--- config.mk ---
export PLATFORM = sky130hd
export DESIGN_NAME = opn_timer_top
export DESIGN_NICKNAME = d
export VERILOG_FILES = /design/src/design/opn_pkg.sv /design/src/design/opn_timer_if.sv /design/src/design/opn_clk_gen.sv /design/src/design/opn_host_if.sv /design/src/design/opn_timer.sv /design/src/design/opn_timer_top.sv
export SDC_FILE = /design/constraint.sdc
export NUM_CORES = 1
export LEC_CHECK = 0
export BUFFER_PORTS_ARGS = -buffer_cell sky130_fd_sc_hd__buf_4
export CAP_MARGIN = 20
export CORE_MARGIN = 1
export CORE_UTILIZATION = 43
export DETAILED_ROUTE_END_ITERATION = 10
export SYNTH_ARGS = -nofsm -noshare
export SYNTH_HDL_FRONTEND = slang
export SYNTH_SLANG_ARGS = --single-unit
--- constraint.sdc ---
create_clock -name clk -period 1.8 [get_ports clk]
set_clock_uncertainty 0.1 [all_clocks]
set_input_delay 0.09 -clock clk [delete_from_list [all_inputs] [get_ports clk]]
set_output_delay 0.09 -clock clk [all_outputs]
set_load 0.01 [all_outputs]
--- src/design/opn_pkg.sv ---
// FM sound chip timer block constants, register map and shared types
package opn_pkg;

    typedef logic [9:0] ta_value_t;     // Timer A counter
    typedef logic [7:0] tb_value_t;     // Timer B counter
    typedef logic [7:0] bus_byte_t;     // CPU data bus

    // Clocking and pacing
    localparam int CEN_DIV    = 6;      // Master clocks per internal enable
    localparam int SLOTS      = 24;     // 6 channels x 4 operators
    localparam int BUSY_TICKS = 32;     // Enables the busy flag holds
    localparam int TB_DIV     = 16;     // Samples per timer B count

    localparam int CEN_W  = $clog2(CEN_DIV);
    localparam int SLOT_W = $clog2(SLOTS);
    localparam int BUSY_W = $clog2(BUSY_TICKS);

    // Timer register numbers in bank 0
    localparam bus_byte_t REG_TA_HI = 8'h24;   // Timer A bits 9..2
    localparam bus_byte_t REG_TA_LO = 8'h25;   // Timer A bits 1..0
    localparam bus_byte_t REG_TB    = 8'h26;
    localparam bus_byte_t REG_CTL   = 8'h27;

    // Bit positions in REG_CTL
    localparam int CTL_LOAD_A = 0;
    localparam int CTL_LOAD_B = 1;
    localparam int CTL_EN_A   = 2;      // Flag enable, timer A
    localparam int CTL_EN_B   = 3;
    localparam int CTL_CLR_A  = 4;      // Write 1 to clear flag A
    localparam int CTL_CLR_B  = 5;

endpackage

--- src/design/opn_timer_if.sv ---
// Link between the host register block and one timer: value, control and flag
`timescale 1ns/1ps

interface opn_timer_if #(
    parameter type value_t = logic [7:0]
) ();

    value_t value;      // Reload value
    logic   load;       // Counter runs while high
    logic   irq_en;     // Overflow sets the flag
    logic   clr_flag;   // One clock pulse
    logic   flag;

    modport host (
        output value,
        output load,
        output irq_en,
        output clr_flag,
        input  flag
    );

    modport timer (
        input  value,
        input  load,
        input  irq_en,
        input  clr_flag,
        output flag
    );

endinterface

--- src/design/opn_clk_gen.sv ---
// Internal clock enable divider and operator slot counter giving the sample pulse
`timescale 1ns/1ps

module opn_clk_gen
    import opn_pkg::*;
(
    input  logic clk,
    input  logic rst,
    output logic clk_en,
    output logic zero
);

    logic [CEN_W-1:0]  div_cnt;
    logic [SLOT_W-1:0] slot;

    // Master clock divider
    always_ff @(posedge clk) begin
        if (rst) begin
            div_cnt <= '0;
            clk_en  <= 1'b0;
        end else begin
            if (div_cnt == CEN_W'(CEN_DIV - 1)) begin
                div_cnt <= '0;
            end else begin
                div_cnt <= div_cnt + 1'b1;
            end
            clk_en <= (div_cnt == CEN_W'(CEN_DIV - 1));
        end
    end

    // Operator slot sequence, one step per enable
    always_ff @(posedge clk) begin
        if (rst) begin
            slot <= '0;
        end else if (clk_en) begin
            if (slot == SLOT_W'(SLOTS - 1)) begin
                slot <= '0;
            end else begin
                slot <= slot + 1'b1;
            end
        end
    end

    // Start of sample, slot 0
    assign zero = clk_en && (slot == '0);

endmodule

--- src/design/opn_host_if.sv ---
// CPU bus write decoder with timer registers, busy flag, status byte and interrupt
`timescale 1ns/1ps

module opn_host_if
    import opn_pkg::*;
(
    input  logic        clk,
    input  logic        rst,
    input  logic        clk_en,
    input  bus_byte_t   din,
    input  logic [1:0]  addr,
    input  logic        cs_n,
    input  logic        wr_n,
    output bus_byte_t   dout,
    output logic        irq_n,
    opn_timer_if.host   ta,
    opn_timer_if.host   tb
);

    logic              write;
    logic              addr_wr;
    logic              data_wr;

    bus_byte_t         reg_num;     // Latched register number
    logic [7:0]        ta_hi;       // Timer A bits 9..2
    logic [1:0]        ta_lo;       // Timer A bits 1..0
    tb_value_t         tb_val;

    logic              load_a;
    logic              load_b;
    logic              en_a;
    logic              en_b;
    logic              clr_a;
    logic              clr_b;

    logic              busy;
    logic [BUSY_W-1:0] busy_cnt;

    // Bank 1 writes are ignored
    assign write   = !cs_n && !wr_n && !addr[1];
    assign addr_wr = write && !addr[0];
    assign data_wr = write && addr[0];

    always_ff @(posedge clk) begin
        if (rst) begin
            reg_num <= '0;
        end else if (addr_wr) begin
            reg_num <= din;
        end
    end

    // Timer registers
    always_ff @(posedge clk) begin
        if (rst) begin
            ta_hi  <= '0;
            ta_lo  <= '0;
            tb_val <= '0;
            load_a <= 1'b0;
            load_b <= 1'b0;
            en_a   <= 1'b0;
            en_b   <= 1'b0;
        end else if (data_wr) begin
            case (reg_num)
                REG_TA_HI: ta_hi  <= din;
                REG_TA_LO: ta_lo  <= din[1:0];
                REG_TB:    tb_val <= din;
                REG_CTL: begin
                    load_a <= din[CTL_LOAD_A];
                    load_b <= din[CTL_LOAD_B];
                    en_a   <= din[CTL_EN_A];
                    en_b   <= din[CTL_EN_B];
                end
                default: ;  // Not a timer register
            endcase
        end
    end

    // Flag clear strobes, high for one clock only
    always_ff @(posedge clk) begin
        if (rst) begin
            clr_a <= 1'b0;
            clr_b <= 1'b0;
        end else begin
            clr_a <= data_wr && (reg_num == REG_CTL) && din[CTL_CLR_A];
            clr_b <= data_wr && (reg_num == REG_CTL) && din[CTL_CLR_B];
        end
    end

    // Busy window after every data write
    always_ff @(posedge clk) begin
        if (rst) begin
            busy     <= 1'b0;
            busy_cnt <= '0;
        end else if (data_wr) begin
            busy     <= 1'b1;   // Restarts when already busy
            busy_cnt <= '0;
        end else if (busy && clk_en) begin
            if (busy_cnt == BUSY_W'(BUSY_TICKS - 1)) begin
                busy <= 1'b0;
            end
            busy_cnt <= busy_cnt + 1'b1;
        end
    end

    assign ta.value    = {ta_hi, ta_lo};
    assign ta.load     = load_a;
    assign ta.irq_en   = en_a;
    assign ta.clr_flag = clr_a;

    assign tb.value    = tb_val;
    assign tb.load     = load_b;
    assign tb.irq_en   = en_b;
    assign tb.clr_flag = clr_b;

    // Status byte is always on the bus
    assign dout  = {busy, 5'b00000, tb.flag, ta.flag};
    assign irq_n = !(ta.flag || tb.flag);

endmodule

--- src/design/opn_timer.sv ---
// Up-counting sample timer with reload on overflow, prescaler and interrupt flag
`timescale 1ns/1ps

module opn_timer #(
    parameter type value_t  = logic [7:0],
    parameter int  TICK_DIV = 1             // Samples per count
) (
    input  logic       clk,
    input  logic       rst,
    input  logic       zero,
    opn_timer_if.timer tm
);

    localparam int PRE_W = (TICK_DIV > 1) ? $clog2(TICK_DIV) : 1;

    logic [PRE_W-1:0] pre;
    logic             pre_last;
    logic             tick;
    logic             load_d;
    logic             load_rise;
    logic             overflow;
    value_t           cnt;

    assign pre_last = (pre == PRE_W'(TICK_DIV - 1));

    // Prescaler restarts whenever the timer is stopped
    always_ff @(posedge clk) begin
        if (rst) begin
            pre <= '0;
        end else if (!tm.load) begin
            pre <= '0;
        end else if (zero) begin
            pre <= pre_last ? '0 : pre + 1'b1;
        end
    end

    assign tick      = tm.load && zero && pre_last;
    assign load_rise = tm.load && !load_d;
    assign overflow  = tick && !load_rise && (cnt == '1);

    always_ff @(posedge clk) begin
        if (rst) begin
            load_d <= 1'b0;
            cnt    <= '0;
        end else begin
            load_d <= tm.load;
            if (load_rise || overflow) begin
                cnt <= tm.value;    // Start, or reload so the period repeats
            end else if (tick) begin
                cnt <= cnt + 1'b1;
            end
        end
    end

    // Clear strobe wins over a coincident overflow
    always_ff @(posedge clk) begin
        if (rst) begin
            tm.flag <= 1'b0;
        end else if (tm.clr_flag) begin
            tm.flag <= 1'b0;
        end else if (overflow && tm.irq_en) begin
            tm.flag <= 1'b1;
        end
    end

endmodule

--- src/design/opn_timer_top.sv ---
// Top level of the FM chip host side: bus decoder, clock enables and timers A and B
`timescale 1ns/1ps

module opn_timer_top
    import opn_pkg::*;
(
    input  logic       clk,
    input  logic       rst,
    input  bus_byte_t  din,
    input  logic [1:0] addr,
    input  logic       cs_n,
    input  logic       wr_n,
    output bus_byte_t  dout,
    output logic       irq_n,
    output logic       snd_sample
);

    logic clk_en;
    logic zero;     // One pulse per sample

    opn_timer_if #(.value_t(ta_value_t)) ta_bus ();
    opn_timer_if #(.value_t(tb_value_t)) tb_bus ();

    opn_clk_gen u_clk (
        .clk    ( clk    ),
        .rst    ( rst    ),
        .clk_en ( clk_en ),
        .zero   ( zero   )
    );

    opn_host_if u_host (
        .clk    ( clk    ),
        .rst    ( rst    ),
        .clk_en ( clk_en ),
        .din    ( din    ),
        .addr   ( addr   ),
        .cs_n   ( cs_n   ),
        .wr_n   ( wr_n   ),
        .dout   ( dout   ),
        .irq_n  ( irq_n  ),
        .ta     ( ta_bus ),
        .tb     ( tb_bus )
    );

    opn_timer #(.value_t(ta_value_t), .TICK_DIV(1)) u_timer_a (
        .clk    ( clk    ),
        .rst    ( rst    ),
        .zero   ( zero   ),
        .tm     ( ta_bus )
    );

    // Timer B counts once every TB_DIV samples
    opn_timer #(.value_t(tb_value_t), .TICK_DIV(TB_DIV)) u_timer_b (
        .clk    ( clk    ),
        .rst    ( rst    ),
        .zero   ( zero   ),
        .tm     ( tb_bus )
    );

    assign snd_sample = zero;

endmodule

Yosys cells after proc, flatten, opt, wreduce, memory -nomap -nowiden:

Cells that the tools add are included.

* bits in registers: 74
* input port bits: 14
* output and inout bits: 10
* logic and storage cells: 102

* add/subtract/negate cells: 7
* equality and inequality tests: 10
* muxes and demuxes: 10
* bitwise gates (word level): 3
* reductions and logical operators: 49

Operators with widths (count)
* == test 8 x 6 -> 1 bit (second input constant): 4
* logical AND 1 bit: 21
* two-way mux 10 bit: 2
* two-way mux 8 bit: 2
* OR reduction 2 bit: 6
* adder 10 x 1 -> 10 bit (second input constant): 1
* adder 5 x 1 -> 5 bit (second input constant): 2
* == test 10 bit (second input constant): 1
* == test 5 bit (second input constant): 2
* AND reduction 2 bit: 5
* zero test 1 bit: 9
* adder 8 x 1 -> 8 bit (second input constant): 1
* == test 8 bit (second input constant): 1
* nonzero test 2 bit: 4
* zero test 5 bit: 1
* two-way mux 5 bit: 1
* adder 4 x 1 -> 4 bit (second input constant): 1
* == test 4 bit (second input constant): 1
* two-way mux 1 bit: 4
* two-way mux 4 bit: 1
* adder 3 x 1 -> 3 bit (second input constant): 1
* == test 3 bit (second input constant): 1
* logical OR 1 bit: 3
* inverter 1 bit: 3
* adder 1 bit (second input constant): 1

Longest topological paths before layout:

* depth in word-level cells: 8
* depth in mapped cells: 8
* depth with buffers taken out: 8

Cells and area by module:

Synthesis repeated with hierarchy kept, for this count alone.

* cell total of the unflattened synthesis: 376
* area, all modules: 3633.5 um^2

Modules (own cells, without submodules)
* opn_host_if: instances 1, cells each 158, area each 1674.1 um^2, seq. area each 760.7 um^2
* opn_timer at u_timer_b: instances 1, cells each 103, area each 838.3 um^2, seq. area each 280.3 um^2
* opn_timer at u_timer_a: instances 1, cells each 73, area each 718.2 um^2, seq. area each 240.2 um^2
* opn_clk_gen: instances 1, cells each 42, area each 402.9 um^2, seq. area each 180.2 um^2

Worst setup path before layout:

No wires, ideal clock.

* path kind: reg-to-reg
* start point: reg u_clk.slot[0]
* end point: reg u_timer_b.cnt[5] (netlist bit)
* setup time: 0.074 ns
* arrival: 1.662 ns
* data required time: 1.626 ns
* setup slack: -0.036 ns
* stages on the path, launching flop included: 7
* buffers on the path: 0
* clock period less this slack: 1.836 ns
* cells stage by stage: dfxtp_1 inv_1 ha_1 nor2b_1 nand3_1 or4_1 a31oi_1

* cells in the longest elaborated chain, start to end: 8
* elaborated cells on any way between the ends: 9
* classes of those cells: mux: 1; reduce/logical: 8

RTL lines
* from (decl): RTL line opn_clk_gen.sv:14 `logic [SLOT_W-1:0] slot;`
* from (signal assigned): RTL line opn_clk_gen.sv:39 `slot <= slot + 1'b1;`
* zero test 5 bit *: RTL line opn_clk_gen.sv:45 `assign zero = clk_en && (slot == '0);`
* logical AND 1 bit *: RTL line opn_clk_gen.sv:45
* logical AND 1 bit * (2 in a row): RTL line opn_timer.sv:37 `assign tick = tm.load && zero && pre_last;`
* logical AND 1 bit (2 in a row): RTL line opn_timer.sv:39 `assign overflow = tick && !load_rise && (cnt == '1);`
* logical OR 1 bit: RTL line opn_timer.sv:47 `if (load_rise || overflow) begin`
* two-way mux 8 bit / nonzero test 2 bit (equally long branches)
* to (signal assigned): RTL line opn_timer.sv:48 `cnt <= tm.value;`
* to (signal assigned): RTL line opn_timer.sv:50 `cnt <= cnt + 1'b1;`
* to (decl): RTL line opn_timer.sv:22 `value_t cnt;`

Every way passes the cells marked *; elsewhere a longest branch is shown, timed or not.
A chain may end at the register's enable or synchronous reset.

Worst setup path after layout:

* start point: reg u_timer_b.pre[1]
* end point: reg u_timer_b.cnt[5] (netlist bit)

* cells in the longest elaborated chain, start to end: 6
* elaborated cells on any way between the ends: 7
* classes of those cells: eq/ne: 1; mux: 1; reduce/logical: 5

RTL lines
* from (decl): RTL line opn_timer.sv:16 `logic [PRE_W-1:0] pre;`
* from (signal assigned): RTL line opn_timer.sv:33 `pre <= pre_last ? '0 : pre + 1'b1;`
* == test 4 bit *: RTL line opn_timer.sv:24 `assign pre_last = (pre == PRE_W'(TICK_DIV - 1));`
* logical AND 1 bit *: RTL line opn_timer.sv:37
* logical AND 1 bit (2 in a row): RTL line opn_timer.sv:39
* logical OR 1 bit: RTL line opn_timer.sv:47
* two-way mux 8 bit / nonzero test 2 bit (equally long branches)

Marks and branches as above.

==> impl_metrics.ini <==
[run_status]
outcome = finished, final reports clean

[place]
io_buffers = 18
placed_cells = 532
gp_congestion = 0.881
hpwl_microns = 5620
placed_area_sq_um = 3980

[synthesis]
synth_edf_count = 0
syn-mean-instance-area_sq_um = 8.99
synth.top_cell.area_share_pct = 41.7
async_flop_share_pct = 0
synthTopCellsByArea = dfxtp_1 (42%), mux2i_1 (10%), nor2_1 (6.3%)
synth_top_cell_by_area = dfxtp_1
yosys_warnings = 0
ys.flop_type = dfxtp_1
netlist_area_sq_um = 3510
synth.distinct_cells = 57
synthCells = 390
ys_seq_area_share_pct = 41.7
ys_seq_elements = 73

[power]
vdd_drop_max_v = 0.000440
powerDensity_nw_per_um2 = 659
p_int_mw = 2.19
power_switching_share_pct = 25.2
switching_power_mw = 0.740
p_leak_nw = 1.65
power_frac_comb_pct = 4.5
clkPwrFrac_pct = 39.8
power_mw = 2.93
pwr-share-seq_pct = 55.7

[layout]
mostFrequentLayoutCells = dfxtp_1 (63), nor2_1 (58), buf_4 (56)
areaGrowthSynthToFinish_pct = 26.9
layoutNonFillerInstCount = 560
drive_gt1_share_pct = 26.6
layout_commonest_cell = dfxtp_1
fin_util_pct = 57.0
final_cell_area_sq_um = 4450
fin_nets = 476
antenna_cells = 0

[grt]
antenna_found_initial = 0
grt_pass1_wl_microns = 13500
grt_max_degree = 46
grt_pass1_vias = 2868
gr-total-overflow = 0
grtUsageTotal_pct = 20.4

[cts]
clkTransAtPathRegs_ns = 0.08
cts_buffers = 9
cts_root_buf = clkbuf_8
cts_htree_levels = 3
insertion_delay_ns = 0.35
clockBufferDepth = 2
cts_tree = yes
cts.sinks = 73

[worst_hold_path]
hold_path_class = in -> reg

[route]
dr_total_vias = 2998
firstDrtPassIters = 4
wl_per_cell_microns = 14.5
drc = 0
drtIter0Drc = 112
via_per_inst = 5.35
final_antenna_net_count = 0
wirelength_microns = 8140

[setup_path]
setup.worst_path.class = reg -> reg
endpoint_kind = register
slowest_stage = or4_1
worstPathRequired_ns = 1.98
start_kind = register
arrival_ns = 1.91
critical-path-max-stage-delay_ns = 0.52
path_max_fanout = 5
critical_path.top_delay_family = simple AND/OR/NAND/NOR gates
crit_buf_inv = 0
path_cells = ha_4, and3_2, nand3_4, or4_1, a31oi_1

[die]
die-area_sq_um = 8520
die_h_microns = 92.3
placementRows = 32
die_x_microns = 92.3
ioPinCount = 24
fp.coreArea_sq_um = 7810
initial_core_util_pct = 44.9

[sta]
finalHoldViolCount = 0
fin_crit_sh_pct = 96.3
max_freq_ghz = 0.577
maxSlewViolCount = 0
rsz0062_at_grt = yes
fin_crit_ns = 1.73
setup-tns-final_ns = 0
finalSetupViolCount = 0

[job]
drv_cap = 0
-- through the flow --
stage                     setup WS (ns)  hold WS, ns
after floorplan                  0.0248        0.134
after global placement          -0.0165        0.259
after detailed placement        -0.0911        0.273
after CTS                      0.000974        0.136
after global routing            -0.0445        0.144
final                            0.0660        0.135
-- state kept, by name (all words and copies together) (netlist names), 2 cells and up --
name	count
u_timer_b.cnt	8
u_timer_a.cnt	10
u_host.ta_hi	8
u_host.tb.value	8
u_clk.slot	5
u_host.reg_num	8
u_host.busy_cnt	5
u_timer_b.pre	4
u_clk.div_cnt	3
u_host.ta_lo	2
-- layout make-up --
cell class	count	area, sq um
fillers	713	3360
clock inverters	7	53.8
clock buffers	9	124
repair buffers	69	564
inverters	11	43.8
well taps	102	128
flip-flops and latches	73	1470
multi-input cells	289	2060
-- worst min-delay path: stages --
cell,delay [ns]
buf_4,0.11
nor4b_4,0.05
buf_4,0.13
a21oi_1,0.11
nor2_1,0.05
-- cells in the mapped netlist, types with 4 or more instances --
cell,n
nand2b_1,5
mux2i_1,35
a21oi_1,21
and4_1,5
o21ai_0,11
dfxtp_1,73
and3_1,9
nor3b_1,5
inv_1,11
a31oi_1,5
nor2_1,59
buf_4,8
clkbuf_1,11
xor2_1,7
nand3_1,19
xnor2_1,4
ha_1,9
nor3_1,5
nor2b_1,6
nand2_1,26
nand4_1,5
-- power by group through the flow --
stage / clock (mW) / sequential (mW) / combinational, mW
2_1_floorplan: 0 / 1.67 / 0.0678
3_3_place_gp: 0 / 1.67 / 0.114
3_5_place_dp: 0 / 1.67 / 0.115
4_1_cts: 1.20 / 1.63 / 0.131
5_1_grt: 1.27 / 1.64 / 0.145
6_report: 1.17 / 1.63 / 0.132
-- metal layers --
layer  global-route usage (%)  share of wire [%]
met1                     25.9                 48
met2                     33.7                 47
met3                     4.02                3.4
met4                     8.20                1.8
met5                        0                  0
-- logic make-up after synthesis --
kind of cell / share of synthesized area, %
fa+ha+maj: 3.21
flops: 41.7
xor+xnor: 2.75
buf+inv: 4.53
compound gates: 12.8
other cells: 0.107
mux: 10.3
simple gates: 24.7
-- worst paths after layout --
path,slack (ns),cells after the start,end,startpoint
worst max-delay path,0.07,5,u_timer_b.cnt[5],u_timer_b.pre[1]
worst min-delay path,0.13,5,u_host.busy,wr_n
worst max register to register,0.07,5,u_timer_b.cnt[5],u_timer_b.pre[1]
worst min register to register,0.29,1,u_timer_b.tm.flag,u_host.tb.clr_flag
-- timing repair --
item,in CTS,in global routing
hold endpoints to repair,41,0
buffers inserted,0,3
hold buffers,9,0
endpoints found under the setup margin,10,42
pin swaps,1,15
resized for setup,4,42
(Power assumes the default switching activity.)
